<file path="config.mk">
export PLATFORM = sky130hd
export DESIGN_NAME = decode_stage
export DESIGN_NICKNAME = d
export VERILOG_FILES = /design/src/source/decode_pkg.sv /design/src/source/op_decode.sv /design/src/source/extend.sv /design/src/source/decode_lane.sv /design/src/source/instr_dispatch.sv /design/src/source/decode_collect.sv /design/src/source/decode_stage.sv
export SDC_FILE = /design/constraint.sdc
export NUM_CORES = 1
export LEC_CHECK = 0
export BUFFER_PORTS_ARGS = -buffer_cell sky130_fd_sc_hd__buf_2
export CORE_MARGIN = 3
export CORE_UTILIZATION = 55
export DETAILED_ROUTE_END_ITERATION = 12
export PLACE_DENSITY = 0.78
export SLEW_MARGIN = 20
export SYNTH_ARGS = -nofsm -noshare
export SYNTH_HDL_FRONTEND = slang
export SYNTH_SLANG_ARGS = --single-unit
</file>
<file path="constraint.sdc">
create_clock -name clk -period 8 [get_ports clk]
set_input_delay 0.4 -clock clk [delete_from_list [all_inputs] [get_ports clk]]
set_output_delay 0.4 -clock clk [all_outputs]
set_load 0.02 [all_outputs]
</file>
<file path="src/source/decode_pkg.sv">
package decode_pkg;

    localparam int DECODE_LANES = 2;
    localparam int LANE_IDX_W   = 1;

    // major opcodes of the supported subset
    localparam logic [6:0] OPC_LOAD      = 7'b0000011;
    localparam logic [6:0] OPC_STORE     = 7'b0100011;
    localparam logic [6:0] OPC_BRANCH    = 7'b1100011;
    localparam logic [6:0] OPC_JAL       = 7'b1101111;
    localparam logic [6:0] OPC_JALR      = 7'b1100111;
    localparam logic [6:0] OPC_LUI       = 7'b0110111;
    localparam logic [6:0] OPC_AUIPC     = 7'b0010111;
    localparam logic [6:0] OPC_OP_IMM    = 7'b0010011;
    localparam logic [6:0] OPC_OP_IMM_32 = 7'b0011011;
    localparam logic [6:0] OPC_OP        = 7'b0110011;

    typedef logic [31:0] u32;
    typedef logic [63:0] word_t;
    typedef logic [4:0]  reg_idx_t;

    typedef enum logic [5:0] {
        LB, LH, LW, LD, LBU, LHU, LWU,
        SB, SH, SW, SD,
        BEQ, BNE, BLT, BGE, BLTU, BGEU,
        JAL, JALR,
        LUI, AUIPC,
        ADDI, SLTI, SLTIU, XORI, ORI, ANDI, SLLI, SRLI, SRAI,
        ADDIW, SLLIW, SRLIW, SRAIW,
        ADD, SUB,
        ILLEGAL
    } decode_op_t;

    // one instruction word, four field layouts
    typedef union packed {
        struct packed {
            logic [6:0] funct7;
            reg_idx_t   rs2;
            reg_idx_t   rs1;
            logic [2:0] funct3;
            reg_idx_t   rd;
            logic [6:0] opcode;
        } r_fmt;
        struct packed {
            logic [11:0] imm12;
            reg_idx_t    rs1;
            logic [2:0]  funct3;
            reg_idx_t    rd;
            logic [6:0]  opcode;
        } i_fmt;
        struct packed {
            logic [6:0] imm_hi;
            reg_idx_t   rs2;
            reg_idx_t   rs1;
            logic [2:0] funct3;
            logic [4:0] imm_lo;
            logic [6:0] opcode;
        } s_fmt;
        struct packed {
            logic [19:0] imm20;
            reg_idx_t    rd;
            logic [6:0]  opcode;
        } u_fmt;
    } instr_t;

    typedef struct packed {
        decode_op_t op;
        reg_idx_t   rd;      // raw field, used or not
        reg_idx_t   rs1;
        reg_idx_t   rs2;
        word_t      sextimm;
        logic       illegal;
    } decoded_t;

endpackage

</file>
<file path="src/source/op_decode.sv">
module op_decode
    import decode_pkg::*;
(
    input  u32         instruction,
    output decode_op_t op,
    output logic       illegal
);

    instr_t ins;

    assign ins = instruction;

    always_comb begin
        op = ILLEGAL;   // anything unmatched stays illegal
        case (ins.r_fmt.opcode)
            OPC_LOAD: begin
                case (ins.i_fmt.funct3)
                    3'b000:  op = LB;
                    3'b001:  op = LH;
                    3'b010:  op = LW;
                    3'b011:  op = LD;
                    3'b100:  op = LBU;
                    3'b101:  op = LHU;
                    3'b110:  op = LWU;
                    default: op = ILLEGAL;
                endcase
            end
            OPC_STORE: begin
                case (ins.s_fmt.funct3)
                    3'b000:  op = SB;
                    3'b001:  op = SH;
                    3'b010:  op = SW;
                    3'b011:  op = SD;
                    default: op = ILLEGAL;
                endcase
            end
            OPC_BRANCH: begin
                case (ins.s_fmt.funct3)
                    3'b000:  op = BEQ;
                    3'b001:  op = BNE;
                    3'b100:  op = BLT;
                    3'b101:  op = BGE;
                    3'b110:  op = BLTU;
                    3'b111:  op = BGEU;
                    default: op = ILLEGAL;
                endcase
            end
            OPC_JAL:   op = JAL;
            OPC_JALR:  op = (ins.i_fmt.funct3 == 3'b000) ? JALR : ILLEGAL;
            OPC_LUI:   op = LUI;
            OPC_AUIPC: op = AUIPC;
            OPC_OP_IMM: begin
                case (ins.i_fmt.funct3)
                    3'b000: op = ADDI;
                    3'b010: op = SLTI;
                    3'b011: op = SLTIU;
                    3'b100: op = XORI;
                    3'b110: op = ORI;
                    3'b111: op = ANDI;
                    3'b001: op = (ins.r_fmt.funct7[6:1] == 6'b000000) ? SLLI : ILLEGAL;
                    3'b101: begin
                        if (ins.r_fmt.funct7[6:1] == 6'b000000) begin
                            op = SRLI;
                        end else if (ins.r_fmt.funct7[6:1] == 6'b010000) begin
                            op = SRAI;   // bit 30 picks arithmetic
                        end
                    end
                    default: op = ILLEGAL;
                endcase
            end
            OPC_OP_IMM_32: begin
                // W shifts only take a 5-bit shamt, bit 25 must be clear
                case (ins.i_fmt.funct3)
                    3'b000: op = ADDIW;
                    3'b001: op = (ins.r_fmt.funct7 == 7'b0000000) ? SLLIW : ILLEGAL;
                    3'b101: begin
                        if (ins.r_fmt.funct7 == 7'b0000000) begin
                            op = SRLIW;
                        end else if (ins.r_fmt.funct7 == 7'b0100000) begin
                            op = SRAIW;
                        end
                    end
                    default: op = ILLEGAL;
                endcase
            end
            OPC_OP: begin
                if (ins.r_fmt.funct3 == 3'b000) begin
                    if (ins.r_fmt.funct7 == 7'b0000000) begin
                        op = ADD;
                    end else if (ins.r_fmt.funct7 == 7'b0100000) begin
                        op = SUB;
                    end
                end
            end
            default: op = ILLEGAL;
        endcase
    end

    assign illegal = (op == ILLEGAL);

endmodule

</file>
<file path="src/source/extend.sv">
module extend
    import decode_pkg::*;
(
    input  u32         instruction,
    input  decode_op_t op,
    output word_t      sextimm
);

    always_comb begin
        case (op)
            ADDI, SLTI, SLTIU, XORI, ORI, ANDI,
            ADDIW,
            LB, LH, LW, LD, LBU, LHU, LWU, JALR: begin
                sextimm = {
                    {52{instruction[31]}},
                    instruction[31:20]
                };
            end
            LUI, AUIPC: begin
                sextimm = {
                    {32{instruction[31]}},
                    instruction[31:12],
                    12'b0               // upper immediate sits above bit 12
                };
            end
            SB, SH, SW, SD: begin
                sextimm = {
                    {52{instruction[31]}},
                    instruction[31:25], // imm[11:5]
                    instruction[11:7]   // imm[4:0]
                };
            end
            BEQ, BNE, BLT, BGE, BLTU, BGEU: begin
                sextimm = {
                    {51{instruction[31]}},
                    instruction[31],    // imm[12]
                    instruction[7],     // imm[11]
                    instruction[30:25],
                    instruction[11:8],
                    1'b0
                };
            end
            JAL: begin
                sextimm = {
                    {43{instruction[31]}},
                    instruction[31],    // imm[20]
                    instruction[19:12],
                    instruction[20],    // imm[11]
                    instruction[30:21],
                    1'b0
                };
            end
            SLLI, SRLI, SRAI,
            SLLIW, SRLIW, SRAIW: begin
                sextimm = {
                    58'b0,
                    instruction[25:20]  // shamt, never signed
                };
            end
            default: begin
                sextimm = '0;           // ADD, SUB and illegal words
            end
        endcase
    end

endmodule

</file>
<file path="src/source/decode_lane.sv">
module decode_lane
    import decode_pkg::*;
(
    input  logic     clk,
    input  logic     rst_n,
    input  logic     lane_load,
    input  u32       lane_instr,
    input  logic     lane_release,
    output logic     lane_full,
    output decoded_t lane_data
);

    instr_t     ins;
    decode_op_t op;
    logic       illegal;
    word_t      sextimm;

    assign ins = lane_instr;

    op_decode u_op_decode (
        .instruction (lane_instr),
        .op          (op),
        .illegal     (illegal)
    );

    extend u_extend (
        .instruction (lane_instr),
        .op          (op),
        .sextimm     (sextimm)
    );

    always_ff @(posedge clk or negedge rst_n) begin
        if (!rst_n) begin
            lane_full <= 1'b0;
        end else if (lane_load) begin
            lane_full <= 1'b1;
        end else if (lane_release) begin
            lane_full <= 1'b0;   // collector has copied the slot
        end
    end

    always_ff @(posedge clk) begin
        if (lane_load) begin
            lane_data.op      <= op;
            lane_data.rd      <= ins.r_fmt.rd;
            lane_data.rs1     <= ins.r_fmt.rs1;
            lane_data.rs2     <= ins.r_fmt.rs2;
            lane_data.sextimm <= sextimm;
            lane_data.illegal <= illegal;
        end
    end

endmodule

</file>
<file path="src/source/instr_dispatch.sv">
module instr_dispatch
    import decode_pkg::*;
(
    input  logic                    clk,
    input  logic                    rst_n,
    input  logic                    in_req,
    output logic                    in_ack,
    input  u32                      in_instr,
    input  logic [DECODE_LANES-1:0] lane_full,
    output logic [DECODE_LANES-1:0] lane_load,
    output u32                      lane_instr
);

    logic [LANE_IDX_W-1:0] wr_ptr;
    logic                  accept;

    // new word offered, previous handshake done, target slot empty
    assign accept = in_req && !in_ack && !lane_full[wr_ptr];

    always_ff @(posedge clk or negedge rst_n) begin
        if (!rst_n) begin
            in_ack    <= 1'b0;
            lane_load <= '0;
            wr_ptr    <= '0;
        end else begin
            lane_load <= '0;                 // single-cycle pulse
            if (accept) begin
                in_ack            <= 1'b1;
                lane_load[wr_ptr] <= 1'b1;
                if (wr_ptr == LANE_IDX_W'(DECODE_LANES - 1)) begin
                    wr_ptr <= '0;
                end else begin
                    wr_ptr <= wr_ptr + 1'b1;
                end
            end else if (in_ack && !in_req) begin
                in_ack <= 1'b0;              // return to zero
            end
        end
    end

    // held copy, source may move on once it sees ack
    always_ff @(posedge clk) begin
        if (accept) begin
            lane_instr <= in_instr;
        end
    end

endmodule

</file>
<file path="src/source/decode_collect.sv">
module decode_collect
    import decode_pkg::*;
(
    input  logic                    clk,
    input  logic                    rst_n,
    input  logic [DECODE_LANES-1:0] lane_full,
    input  decoded_t                lane_data [DECODE_LANES],
    output logic [DECODE_LANES-1:0] lane_release,
    output logic                    out_req,
    input  logic                    out_ack,
    output decoded_t                out_data
);

    logic [LANE_IDX_W-1:0] rd_ptr;
    logic                  take;

    // only take a new item once the sink has dropped its ack
    assign take = !out_req && !out_ack && lane_full[rd_ptr];

    always_ff @(posedge clk or negedge rst_n) begin
        if (!rst_n) begin
            out_req      <= 1'b0;
            lane_release <= '0;
            rd_ptr       <= '0;
        end else begin
            lane_release <= '0;
            if (take) begin
                out_req              <= 1'b1;
                lane_release[rd_ptr] <= 1'b1;   // slot is free next cycle
                if (rd_ptr == LANE_IDX_W'(DECODE_LANES - 1)) begin
                    rd_ptr <= '0;
                end else begin
                    rd_ptr <= rd_ptr + 1'b1;
                end
            end else if (out_req && out_ack) begin
                out_req <= 1'b0;
            end
        end
    end

    // output register holds while out_req is high
    always_ff @(posedge clk) begin
        if (take) begin
            out_data <= lane_data[rd_ptr];
        end
    end

endmodule

</file>
<file path="src/source/decode_stage.sv">
module decode_stage
    import decode_pkg::*;
(
    input  logic     clk,
    input  logic     rst_n,
    input  logic     in_req,
    output logic     in_ack,
    input  u32       in_instr,
    output logic     out_req,
    input  logic     out_ack,
    output decoded_t out_data
);

    logic [DECODE_LANES-1:0] lane_load;
    logic [DECODE_LANES-1:0] lane_full;
    logic [DECODE_LANES-1:0] lane_release;
    u32                      lane_instr;
    decoded_t                lane_data [DECODE_LANES];

    instr_dispatch u_dispatch (
        .clk        (clk),
        .rst_n      (rst_n),
        .in_req     (in_req),
        .in_ack     (in_ack),
        .in_instr   (in_instr),
        .lane_full  (lane_full),
        .lane_load  (lane_load),
        .lane_instr (lane_instr)
    );

    for (genvar i = 0; i < DECODE_LANES; i++) begin : g_lane
        decode_lane u_lane (
            .clk          (clk),
            .rst_n        (rst_n),
            .lane_load    (lane_load[i]),
            .lane_instr   (lane_instr),    // shared, load picks the lane
            .lane_release (lane_release[i]),
            .lane_full    (lane_full[i]),
            .lane_data    (lane_data[i])
        );
    end

    decode_collect u_collect (
        .clk          (clk),
        .rst_n        (rst_n),
        .lane_full    (lane_full),
        .lane_data    (lane_data),
        .lane_release (lane_release),
        .out_req      (out_req),
        .out_ack      (out_ack),
        .out_data     (out_data)
    );

endmodule

</file>
After elaboration in Yosys (flattened, before gate mapping)
Index checks and enable logic that the tools add are counted.
{"block": "totals", "regBits": 300, "latchBits": 0, "ramBits": 0, "mem_bits_ro": 0, "out_inout_bits": 88, "elab_cells": 154, "mem_count": 0}
{"block": "op_classes", "addsub": 2, "mul": 0, "div_mod_pow": 0, "n_lt_le_gt_ge": 5, "n_eq_ne": 53, "shift": 0, "muxes": 40, "bitwise_logic": 1, "n_reduce_logical": 26}
{"operator": "$pmux W64 S6", "count": 1}
{"operator": "$mux W86", "count": 3}
{"operator": "$eq A6 B5 Y1 const B", "count": 17}
{"operator": "$pmux W6 S10", "count": 1}
{"operator": "$eq A6 B4 Y1 const B", "count": 8}
{"operator": "$pmux W6 S8", "count": 1}
{"operator": "$pmux W6 S7", "count": 1}
{"operator": "$pmux W6 S6", "count": 1}
{"operator": "$mux W6", "count": 5}
{"operator": "$eq A7 B6 Y1 const B", "count": 4}
{"operator": "$eq A6 B3 Y1 const B", "count": 4}
{"operator": "$pmux W6 S4", "count": 1}
{"operator": "$eq A7 B5 Y1 const B", "count": 3}
{"operator": "$eq A7 B7 Y1 const B", "count": 3}
{"operator": "$eq A6 B6 Y1 const B", "count": 3}
{"operator": "$pmux W6 S3", "count": 1}
{"operator": "$mux W1", "count": 16}
{"operator": "$mux W3", "count": 5}
{"operator": "$reduce_or A15 Y1", "count": 1}
{"operator": "$eq A3 B3 Y1 const B", "count": 4}
{"operator": "$eq A6 B2 Y1 const B", "count": 2}
{"operator": "$logic_not A6 Y1", "count": 2}
{"operator": "$reduce_or A6 Y1", "count": 2}
{"operator": "$logic_and A1 B1 Y1", "count": 8}
{"operator": "other kinds (17)", "count": 30}

Logic depth before layout (Yosys ltp)
Gate-level depths: netlist (run 1).
{"block": "logic_depth", "word_depth": 8, "mapped_depth": 12, "ltp_nobuf": 9}

Modules after synthesis
Synthesis (run 1) repeated with hierarchy kept, for this count alone.
{"block": "unflattened", "hier_cells": 914, "area_unflattened_um2": 13459.2}
{"mod": "decode_lane", "instances": 2, "cells_per_inst": 89, "area_each_um2": 2618.8, "seq_area_each_um2": 2607.5}
{"mod": "decode_collect", "instances": 1, "cells_per_inst": 195, "area_each_um2": 3784.9, "seq_area_each_um2": 2682.6}
{"mod": "extend", "instances": 2, "cells_per_inst": 124, "area_each_um2": 864.6, "seq_area_each_um2": 0.0}
{"mod": "op_decode", "instances": 2, "cells_per_inst": 124, "area_each_um2": 792.0, "seq_area_each_um2": 0.0}
{"mod": "instr_dispatch", "instances": 1, "cells_per_inst": 45, "area_each_um2": 1123.6, "seq_area_each_um2": 1061.0}

Worst setup path after synthesis (run 1)
OpenSTA, ideal clock, no wires.
{"block": "synth_path", "path_type": "register -> register", "start": "reg u_collect.rd_ptr", "end": "reg u_collect.out_data[0] (netlist name)", "setup_ns": 0.548, "arrival_ns": 4.724, "required_time_ns": 7.452, "path_slack_ns": 2.728, "path_stages_with_launch": 4, "path_buffers": 1, "period_less_slack_ns": 5.272, "path_cell_list": "dfrtp_1 -> clkbuf_1 -> nand2_1 -> a21boi_0"}
{"block": "synth_via", "elab_chain_len": 3}
{"item": "start: declaration", "line": "decode_collect.sv:14", "source": "logic [LANE_IDX_W-1:0] rd_ptr;"}
{"item": "start signal: assignment", "line": "decode_collect.sv:33", "source": "rd_ptr <= rd_ptr + 1'b1;"}
{"item": "$mux W1 (implied by the code) (2 in series)", "line": "decode_collect.sv:18", "source": "assign take = !out_req && !out_ack && lane_full[rd_ptr];"}
{"item": "$logic_and A1 B1 Y1", "line": "decode_collect.sv:18"}
{"item": "via u_collect.take", "line": "decode_collect.sv:15", "source": "logic take;"}
The timed path passes the listed nets, and every way through them passes these cells. The select of a mux whose other input is x is not followed.
A chain may end at the register's enable or synchronous reset.

Worst setup path after layout (run 1)
{"block": "layout_path", "start": "reg u_dispatch.lane_instr[2]", "end": "reg g_lane[1].u_lane.lane_data[22] (netlist name)"}
{"block": "layout_via", "elab_chain_len": 5}
{"item": "start: declaration", "line": "instr_dispatch.sv:11", "source": "output u32 lane_instr"}
{"item": "start signal: assignment", "line": "instr_dispatch.sv:44", "source": "lane_instr <= in_instr;"}
{"item": "$eq A7 B6 Y1, or another cell as far along"}
{"item": "$pmux W6 S10 (*)"}
{"item": "$eq A6 B5 Y1, or another cell as far along"}
{"item": "$reduce_or A15 Y1, or another cell as far along"}
{"item": "$pmux W64 S6 (*)"}
{"item": "via g_lane[0].u_lane.sextimm[21]", "line": "decode_lane.sv:16", "source": "word_t sextimm;"}
Mark *: on every way through the listed nets, which the timed path passes. The rest lies on a longest branch.

==> run_summary.xml, run 1 <==
<?xml version="1.0" encoding="UTF-8"?>
<metrics>
  <group name="finish">
    <metric name="seq_area" unit="mm2">0.006080</metric>
    <metric name="final_cell_mix" unit="">194 x sky130_fd_sc_hd__edfxtp_1, 123 x sky130_fd_sc_hd__buf_2, 55 x sky130_fd_sc_hd__mux2_2</metric>
    <metric name="final_cells" unit="">814</metric>
    <metric name="finalCoreUtilization" unit="%">64.93</metric>
    <metric name="multiInputGateArea" unit="mm2">0.001959</metric>
    <metric name="area_growth" unit="%">13.66</metric>
    <metric name="fin_nets" unit="">654</metric>
    <metric name="drive_gt1_share" unit="%">37.14</metric>
    <metric name="mostFrequentLayoutCell" unit="">sky130_fd_sc_hd__edfxtp_1</metric>
    <metric name="final.fill_count" unit="">1043</metric>
    <metric name="insertedDiodeCount" unit="">0</metric>
  </group>
  <group name="die">
    <metric name="std_cell_rows" unit="">44</metric>
    <metric name="die_h" unit="um">129.8</metric>
    <metric name="floorplan.die_area" unit="mm2">0.01685</metric>
    <metric name="fp.dieW" unit="um">129.8</metric>
    <metric name="initial_utilization" unit="%">57.12</metric>
    <metric name="pin_count" unit="">124</metric>
    <metric name="core_region_area" unit="mm2">0.01475</metric>
  </group>
  <group name="cts">
    <metric name="post-cts-setup-buffers" unit="">0</metric>
    <metric name="clock_sink_count" unit="">204</metric>
    <metric name="post_cts_resized" unit="">0</metric>
    <metric name="htree_num_levels" unit="">1</metric>
    <metric name="cts_inserted_buffers" unit="">20</metric>
    <metric name="clock_tree.root_cell" unit="">sky130_fd_sc_hd__clkbuf_16</metric>
    <metric name="clock_latency" unit="ps">490</metric>
    <metric name="tritoncts" unit="">yes</metric>
    <metric name="cts_buffer_depth" unit="">3</metric>
    <metric name="clkTransAtPathRegs" unit="ps">60</metric>
  </group>
  <group name="power_and_ir_drop">
    <metric name="power.static_leakage" unit="nW">3.470</metric>
    <metric name="power_switching_share" unit="%">30.15</metric>
    <metric name="clock_power_share" unit="%">26.0</metric>
    <metric name="power.internal" unit="W">0.002290</metric>
    <metric name="power.share.sequential" unit="%">50.4</metric>
    <metric name="net_load_switching_power" unit="W">0.0009886</metric>
    <metric name="share_comb_of_total_power" unit="%">23.6</metric>
    <metric name="vdd_ir_drop_max" unit="mV">0.1866</metric>
    <metric name="cellPowerDensity" unit="mW/mm2">342.2</metric>
  </group>
  <group name="sta">
    <metric name="rsz_0062_raised_after_global_routing" unit="">no</metric>
    <metric name="max_slew.worst_pin.slew" unit="ps">971.5</metric>
    <metric name="slew-limit-headroom" unit="%">34.30</metric>
    <metric name="final.min_clock_period" unit="ps">3816</metric>
    <metric name="setup_viol_count_final" unit="">0</metric>
    <metric name="max_freq" unit="MHz">262.0</metric>
    <metric name="skew" unit="ps">6.422</metric>
    <metric name="totalNegativeSetupSlack" unit="ps">0</metric>
    <metric name="post-route-period-util" unit="%">47.70</metric>
    <metric name="timing_hold_violations_final" unit="">0</metric>
    <metric name="timing.final.max_slew_violations" unit="">0</metric>
  </group>
  <group name="route">
    <metric name="route.vias.total" unit="">4662</metric>
    <metric name="drt_first_iter_violations" unit="">304</metric>
    <metric name="wl_met1" unit="mm">6.675</metric>
    <metric name="average_via_count_per_standard_cell" unit="">5.727</metric>
    <metric name="drc_errors" unit="">0</metric>
    <metric name="drt_wl_total" unit="mm">16.07</metric>
    <metric name="met2RoutedLength" unit="mm">8.189</metric>
    <metric name="drtPass1Iterations" unit="">5</metric>
    <metric name="maxUsedRoutingLayer" unit="">met4</metric>
    <metric name="final_antenna_net_count" unit="">0</metric>
    <metric name="average_detailed_routed_wire_length_per_instance" unit="um">19.74</metric>
    <metric name="detailroute.wirelength.met3" unit="um">819</metric>
  </group>
  <group name="global_routing">
    <metric name="initial_antenna_violation_count" unit="">0</metric>
    <metric name="grt.total_usage" unit="%">19.04</metric>
    <metric name="grt_pass1_vias" unit="">4578</metric>
    <metric name="grt_start_max_net_pins" unit="">55</metric>
    <metric name="grt.overflow.total" unit="">0</metric>
    <metric name="grt_first_pass_wirelength" unit="mm">24.92</metric>
  </group>
  <group name="setup_path">
    <metric name="worst_ep_arrival_time" unit="ps">4000</metric>
    <metric name="worst_setup_path_start_kind" unit="">flip-flop</metric>
    <metric name="r2r.worst_path.cells" unit="">8</metric>
    <metric name="crit-reg2reg-capture" unit="">g_lane[1].u_lane.lane_data[22]</metric>
    <metric name="ff2ff_setup_slack" unit="ps">4180</metric>
    <metric name="setup.worst_path.class" unit="">reg2reg</metric>
    <metric name="setup.worst_path.end_class" unit="">flip-flop</metric>
    <metric name="crit-reg2reg-launch" unit="">u_dispatch.lane_instr[2]</metric>
    <metric name="required_worst_endpoint" unit="ps">8190</metric>
    <metric name="critPathMaxFanout" unit="">17</metric>
  </group>
  <group name="place">
    <metric name="placed_cells" unit="">779</metric>
    <metric name="io_buffer_count" unit="">123</metric>
    <metric name="hpwl" unit="mm">10.64</metric>
    <metric name="place.gp.congestion" unit="">0.9324</metric>
  </group>
  <group name="synth">
    <metric name="netlist-cell-type-count" unit="">71</metric>
    <metric name="synth_flop_cell" unit="">sky130_fd_sc_hd__edfxtp_1</metric>
    <metric name="ys_seq_elements" unit="">204</metric>
    <metric name="synth_seq_area_share" unit="%">72.09</metric>
    <metric name="synth_async_reset_ratio" unit="%">4.902</metric>
    <metric name="netlist_area" unit="mm2">0.008428</metric>
    <metric name="post_synth.cell_area_avg" unit="um2">16.18</metric>
    <metric name="synth-edff-count" unit="">194</metric>
    <metric name="synth.net_count" unit="">557</metric>
    <metric name="postSynthCellCount" unit="">521</metric>
    <metric name="synth-warning-count" unit="">0</metric>
  </group>
  <group name="job">
    <metric name="cap_violations" unit="">0</metric>
  </group>
  <group name="outcome">
    <metric name="status" unit="">complete, no violations</metric>
  </group>
  <group name="min_path">
    <metric name="hold-path-endpoint" unit="">u_dispatch.lane_instr[9]</metric>
    <metric name="min_path_type" unit="">in2reg</metric>
    <metric name="min_from" unit="">in_instr[9]</metric>
    <metric name="worstHoldPathCells" unit="">1</metric>
  </group>
</metrics>
## layer usage
layer | track usage [%] | vias to the layer above
li1 | - | 2167
met1 | 25.41 | 2295
met2 | 32.51 | 171
met3 | 3.561 | 29
met4 | 5.134 | 0
met5 | 0 | -
## what timing repair did
item,4_1_cts,5_1_grt
hold buffers,1,0
hold endpoints to repair,10,0
endpoints found under the setup margin,0,0
## cell usage after synthesis (4+ instances only)
library cell               number  share of area, %
sky130_fd_sc_hd__edfxtp_1     194                69
sky130_fd_sc_hd__mux2_2        55               7.3
sky130_fd_sc_hd__buf_4         32               2.9
sky130_fd_sc_hd__nand2_1       25               1.1
sky130_fd_sc_hd__nor2_1        18              0.80
sky130_fd_sc_hd__a21o_1        12               1.1
sky130_fd_sc_hd__inv_1         12              0.53
sky130_fd_sc_hd__nor2b_1       11              0.82
sky130_fd_sc_hd__buf_2         10              0.59
sky130_fd_sc_hd__dfrtp_1       10               3.0
sky130_fd_sc_hd__clkbuf_1       9              0.40
sky130_fd_sc_hd__a21oi_1        8              0.48
sky130_fd_sc_hd__o21ai_0        8              0.48
sky130_fd_sc_hd__o21ai_1        7              0.42
sky130_fd_sc_hd__nand2b_1       6              0.45
sky130_fd_sc_hd__nor3_1         6              0.36
sky130_fd_sc_hd__and2_1         5              0.37
sky130_fd_sc_hd__nand4_1        5              0.37
sky130_fd_sc_hd__o22ai_1        5              0.37
sky130_fd_sc_hd__a22o_1         4              0.42
sky130_fd_sc_hd__nand3_1        4              0.24
sky130_fd_sc_hd__nand3b_1       4              0.36
sky130_fd_sc_hd__o211ai_1       4              0.36
## kinds of logic after synthesis
| group | Yosys count | share of synthesized area (%) |
|---|---|---|
| flip-flops | 204 | 72.09 |
| AND/OR/NAND/NOR | 113 | 8.433 |
| AO/OA/AOI/OAI | 77 | 6.829 |
| buffers and inverters | 68 | 4.869 |
| multiplexers | 56 | 7.467 |
| XOR/XNOR | 3 | 0.3118 |
## critical path, cell delays in order, from the launching register on
cell and delay, ps:
sky130_fd_sc_hd__edfxtp_1 500, sky130_fd_sc_hd__nor4bb_2 900, sky130_fd_sc_hd__nand3_1 260, sky130_fd_sc_hd__o32ai_1 450, sky130_fd_sc_hd__nor4_4 100, sky130_fd_sc_hd__a21oi_1 240
sky130_fd_sc_hd__o31ai_1 160, sky130_fd_sc_hd__a211oi_4 680, sky130_fd_sc_hd__o21ai_0 230
## state kept, by name, indices dropped and copies added, names as in the netlist
signal / count
g_lane.u_lane.lane_data: 108
g_lane.u_lane.lane_full: 2
u_collect.lane_release: 2
u_collect.out_data: 54
u_collect.out_req: 1
u_collect.rd_ptr: 1
u_dispatch.in_ack: 1
u_dispatch.lane_instr: 32
u_dispatch.lane_load: 2
u_dispatch.wr_ptr: 1
## how the worst max path moves through the flow
stage | startpoint | endpoint | slack [ps] | depth (start not counted)
after CTS | u_dispatch.lane_instr[2] | g_lane[1].u_lane.lane_data[22] | 4180 | 8
after global placement | u_dispatch.lane_instr[2] | g_lane[0].u_lane.lane_data[21] | 4240 | 8
after global routing | u_dispatch.lane_instr[2] | g_lane[0].u_lane.lane_data[21] | 3950 | 8
after detailed placement | u_dispatch.lane_instr[2] | g_lane[1].u_lane.lane_data[22] | 4180 | 8
after floorplan | u_collect.rd_ptr | u_collect.out_data[0] | 2730 | 3
final | u_dispatch.lane_instr[2] | g_lane[1].u_lane.lane_data[22] | 4180 | 8
## per-stage QoR
step / hold slack, ps / cell area [um2] / power [W] / setup slack [ps]
after floorplan: 104.4 / 8428 / 0.002252 / 2728
after global placement: 258.4 / 8975 / 0.002427 / 4242
after detailed placement: 271.7 / 8975 / 0.002456 / 4179
after CTS: 71.79 / 9579 / 0.003310 / 4179
after global routing: 71.54 / 9579 / 0.003434 / 3949
final: 84.56 / 9579 / 0.003278 / 4184
## power groups by stage
stage	clock network, W	registers (W)	logic [W]
after floorplan	0	0.00176	0.000496
after global placement	0	0.00166	0.000767
after detailed placement	0	0.00168	0.000780
after CTS	0.000868	0.00166	0.000785
after global routing	0.000915	0.00168	0.000837
final	0.000851	0.00165	0.000774
## layout make-up
| class | instances | share of cell area [%] |
|---|---|---|
| multi-input cells | 249 | 20.45 |
| clock buffers | 23 | 5.342 |
| inverters | 14 | 0.5486 |
| clock inverters | 11 | 0.8621 |
| repair buffers | 129 | 6.923 |
| flip-flops and latches | 204 | 63.47 |
| well taps | 184 | 2.403 |
Power figures use the tool's default switching activity.
==> inputs of run 2 (changes only) <==
--- a/config.mk
+++ b/config.mk
@@ -5,11 +5,12 @@
 export SDC_FILE = /design/constraint.sdc
 export NUM_CORES = 1
 export LEC_CHECK = 0
+export ABC_AREA = 1
 export BUFFER_PORTS_ARGS = -buffer_cell sky130_fd_sc_hd__buf_2
 export CORE_MARGIN = 3
-export CORE_UTILIZATION = 55
+export CORE_UTILIZATION = 51
 export DETAILED_ROUTE_END_ITERATION = 12
-export PLACE_DENSITY = 0.78
+export PLACE_DENSITY = 0.76
 export SLEW_MARGIN = 20
 export SYNTH_ARGS = -nofsm -noshare
 export SYNTH_HDL_FRONTEND = slang
==> constraint.sdc (replaced) <==
create_clock -name clk -period 3.3 [get_ports clk]
set_input_delay 0.165 -clock clk [delete_from_list [all_inputs] [get_ports clk]]
set_output_delay 0.165 -clock clk [all_outputs]
set_load 0.02 [all_outputs]
==> run 2 against run 1 <==
Compared with the run above:
- hold slack got worse by 15 ps
- final area increased by 6.8%
- combinational power increased to 2.9 times the previous value
- largest cell class unchanged
- highest routed layer unchanged
==> run_summary.xml, run 2 <==
<?xml version="1.0" encoding="UTF-8"?>
<metrics>
  <group name="outcome">
    <metric name="status" unit="">complete, no violations</metric>
  </group>
  <group name="cts">
    <metric name="cts_buffer_depth" unit="">3</metric>
    <metric name="cts_inserted_buffers" unit="">21</metric>
    <metric name="clock_sink_count" unit="">204</metric>
    <metric name="clock_latency" unit="ps">490</metric>
    <metric name="tritoncts" unit="">yes</metric>
    <metric name="clock_tree.root_cell" unit="">sky130_fd_sc_hd__clkbuf_16</metric>
    <metric name="htree_num_levels" unit="">1</metric>
    <metric name="clkTransAtPathRegs" unit="ps">60</metric>
  </group>
  <group name="die">
    <metric name="std_cell_rows" unit="">46</metric>
    <metric name="floorplan.die_area" unit="mm2">0.01847</metric>
    <metric name="core_region_area" unit="mm2">0.01617</metric>
    <metric name="fp.dieW" unit="um">135.9</metric>
    <metric name="initial_utilization" unit="%">53.21</metric>
    <metric name="die_h" unit="um">135.9</metric>
    <metric name="pin_count" unit="">124</metric>
  </group>
  <group name="synth">
    <metric name="post_synth.cell_area_avg" unit="um2">11.54</metric>
    <metric name="synthMostInstantiatedCell" unit="">sky130_fd_sc_hd__nand2_1</metric>
    <metric name="ys_seq_elements" unit="">204</metric>
    <metric name="netlist-cell-type-count" unit="">33</metric>
    <metric name="commonest_cells_in_the_synthesized_netlist" unit="">281 x sky130_fd_sc_hd__nand2_1, 194 x sky130_fd_sc_hd__edfxtp_1, 45 x sky130_fd_sc_hd__nand3_1, 45 x sky130_fd_sc_hd__nor2_1, 33 x sky130_fd_sc_hd__buf_4</metric>
    <metric name="synth_seq_area_share" unit="%">70.60</metric>
    <metric name="ys_top_cells_by_area" unit="">sky130_fd_sc_hd__edfxtp_1 68%, sky130_fd_sc_hd__nand2_1 12%, sky130_fd_sc_hd__dfrtp_1 2.9%</metric>
    <metric name="synth.net_count" unit="">782</metric>
    <metric name="synth-warning-count" unit="">0</metric>
    <metric name="synth_async_reset_ratio" unit="%">4.902</metric>
    <metric name="postSynthCellCount" unit="">746</metric>
    <metric name="netlist_area" unit="mm2">0.008606</metric>
    <metric name="yosysTopAreaCellShare" unit="%">67.69</metric>
    <metric name="synth-edff-count" unit="">194</metric>
    <metric name="synth_area_leader_cell" unit="">sky130_fd_sc_hd__edfxtp_1</metric>
    <metric name="synth_flop_cell" unit="">sky130_fd_sc_hd__edfxtp_1</metric>
  </group>
  <group name="setup_path">
    <metric name="worst_ep_arrival_time" unit="ps">2990</metric>
    <metric name="r2r.worst_path.cells" unit="">17</metric>
    <metric name="required_worst_endpoint" unit="ps">3500</metric>
    <metric name="crit-reg2reg-launch" unit="">u_dispatch.lane_instr[14]</metric>
    <metric name="crit-reg2reg-capture" unit="">g_lane[1].u_lane.lane_data[13]</metric>
    <metric name="ff2ff_setup_slack" unit="ps">510</metric>
    <metric name="setup.worst_path.end_class" unit="">flip-flop</metric>
    <metric name="setup.worst_path.class" unit="">reg2reg</metric>
    <metric name="critPathMaxFanout" unit="">21</metric>
    <metric name="worst_setup_path_start_kind" unit="">flip-flop</metric>
  </group>
  <group name="finish">
    <metric name="fin_nets" unit="">919</metric>
    <metric name="largest_register_ffs" unit="">108</metric>
    <metric name="seq_area" unit="mm2">0.006080</metric>
    <metric name="insertedDiodeCount" unit="">0</metric>
    <metric name="finalCoreUtilization" unit="%">63.28</metric>
    <metric name="final.fill_count" unit="">1228</metric>
    <metric name="multiInputGateArea" unit="mm2">0.002018</metric>
    <metric name="drive_gt1_share" unit="%">24.28</metric>
    <metric name="final_cell_mix" unit="">280 x sky130_fd_sc_hd__nand2_1, 194 x sky130_fd_sc_hd__edfxtp_1, 123 x sky130_fd_sc_hd__buf_2</metric>
    <metric name="area_growth" unit="%">18.92</metric>
    <metric name="reg_top3" unit="">g_lane.u_lane.lane_data (108), u_collect.out_data (54), u_dispatch.lane_instr (32)</metric>
    <metric name="mostFrequentLayoutCell" unit="">sky130_fd_sc_hd__nand2_1</metric>
    <metric name="top_register_by_number_of_flip_flops" unit="">g_lane.u_lane.lane_data</metric>
    <metric name="final_cells" unit="">1114</metric>
  </group>
  <group name="sta">
    <metric name="totalNegativeSetupSlack" unit="ps">0</metric>
    <metric name="slew-limit-headroom" unit="%">55.23</metric>
    <metric name="post-route-period-util" unit="%">84.54</metric>
    <metric name="final.min_clock_period" unit="ps">2790</metric>
    <metric name="setup_viol_count_final" unit="">0</metric>
    <metric name="rsz_0062_raised_after_global_routing" unit="">no</metric>
    <metric name="skew" unit="ps">9.416</metric>
    <metric name="timing.final.max_slew_violations" unit="">0</metric>
    <metric name="timing_hold_violations_final" unit="">0</metric>
    <metric name="max_freq" unit="MHz">358.5</metric>
    <metric name="max_slew.worst_pin.slew" unit="ps">669.9</metric>
  </group>
  <group name="route">
    <metric name="drt_wl_total" unit="mm">16.71</metric>
    <metric name="drt_first_iter_violations" unit="">422</metric>
    <metric name="average_via_count_per_standard_cell" unit="">4.965</metric>
    <metric name="final_antenna_net_count" unit="">0</metric>
    <metric name="average_detailed_routed_wire_length_per_instance" unit="um">15.00</metric>
    <metric name="drc_errors" unit="">0</metric>
    <metric name="drtPass1Iterations" unit="">5</metric>
    <metric name="route.vias.total" unit="">5531</metric>
  </group>
  <group name="global_routing">
    <metric name="grt_pass1_vias" unit="">5332</metric>
    <metric name="initial_antenna_violation_count" unit="">0</metric>
    <metric name="grt.total_usage" unit="%">18.08</metric>
    <metric name="grt_first_pass_wirelength" unit="mm">26.36</metric>
    <metric name="grt.overflow.total" unit="">0</metric>
    <metric name="grt_start_max_net_pins" unit="">57</metric>
  </group>
  <group name="place">
    <metric name="hpwl" unit="mm">10.99</metric>
    <metric name="io_buffer_count" unit="">123</metric>
    <metric name="placed_cells" unit="">1041</metric>
    <metric name="place.gp.congestion" unit="">0.8611</metric>
  </group>
  <group name="job">
    <metric name="cap_violations" unit="">0</metric>
  </group>
  <group name="power_and_ir_drop">
    <metric name="cellPowerDensity" unit="mW/mm2">840.8</metric>
    <metric name="power.static_leakage" unit="nW">4.441</metric>
    <metric name="vdd_ir_drop_max" unit="mV">0.4596</metric>
  </group>
  <group name="min_path">
    <metric name="min_path_type" unit="">in2async</metric>
  </group>
</metrics>
[run 2: cells by family after synthesis]
family	count (synthesis)	share of synthesized area (%)
and+or+nand+nor	420	21.71
buffers and inverters	99	6.106
xor gates and xnor gates	1	0.1018
AOI/OAI and AO/OA	22	1.483
DFF	204	70.60
[run 2: report_power, final]
part	switching, W	internal, W
clock network	0.000905	0.00134
logic	0.00161	0.000614
registers	0.000337	0.00380
[run 2: how the worst max path moves through the flow]
stage          depth (start not counted)                             end                       from  slack, ps
2_1_floorplan                          5           u_collect.out_data[0]           u_collect.rd_ptr        840
3_3_place_gp                          17  g_lane[0].u_lane.lane_data[28]  u_dispatch.lane_instr[14]        620
3_5_place_dp                          17  g_lane[0].u_lane.lane_data[14]  u_dispatch.lane_instr[14]        550
4_1_cts                               17  g_lane[1].u_lane.lane_data[13]  u_dispatch.lane_instr[14]        520
5_1_grt                               17  g_lane[1].u_lane.lane_data[14]  u_dispatch.lane_instr[14]        260
6_report                              17  g_lane[1].u_lane.lane_data[13]  u_dispatch.lane_instr[14]        510
[run 2: critical path: stages, from the launching register on]
cell and delay (ps):
sky130_fd_sc_hd__edfxtp_1 660, sky130_fd_sc_hd__inv_1 190, sky130_fd_sc_hd__nand2_1 100, sky130_fd_sc_hd__nand2_1 50, sky130_fd_sc_hd__nand2_1 60, sky130_fd_sc_hd__nand2_1 70, sky130_fd_sc_hd__nor2_1 130, sky130_fd_sc_hd__nand2_2 100
sky130_fd_sc_hd__nor2_8 140, sky130_fd_sc_hd__inv_4 70, sky130_fd_sc_hd__nand2_1 90, sky130_fd_sc_hd__nand2_1 70, sky130_fd_sc_hd__nand2_1 60, sky130_fd_sc_hd__nand2_1 60, sky130_fd_sc_hd__nand2_2 80, sky130_fd_sc_hd__nand3_4 120
sky130_fd_sc_hd__nand2_4 270, sky130_fd_sc_hd__nand3_1 180
[run 2: final cells by class]
| class | instances | share of cell area, % |
|---|---|---|
| multi-input combinational | 443 | 19.72 |
| clock buffer | 29 | 5.429 |
| inverter | 48 | 1.785 |
| timing repair buffer | 165 | 10.07 |
| tap | 216 | 2.641 |
| clock inverter | 9 | 0.9414 |
| sequential | 204 | 59.41 |
[run 2: what timing repair did]
item,CTS,global route
hold buffers,35,0
resized for setup,0,0
hold endpoints to repair,44,0
buffers inserted,0,0
[run 2: stage by stage]
stage                     total power [W]  setup WS, ps  instance area [um2]  hold WS [ps]
after CTS                        0.008690         516.3                10230         47.98
final                            0.008605         510.3                10230         69.56
after global placement           0.006345         623.6                 9231         32.71
after floorplan                  0.005790         838.8                 8611        -130.6
after global routing             0.009083         262.5                10230         91.45
after detailed placement         0.006413         548.7                 9231         36.27
[run 2: metal layers]
metal	vias to the layer above	routed length, um	track usage, %
met5	-	0	0
met4	0	454	5.767
met3	39	952	3.035
met2	177	8499	31.33
met1	2572	6801	23.42
li1	2743	-	-
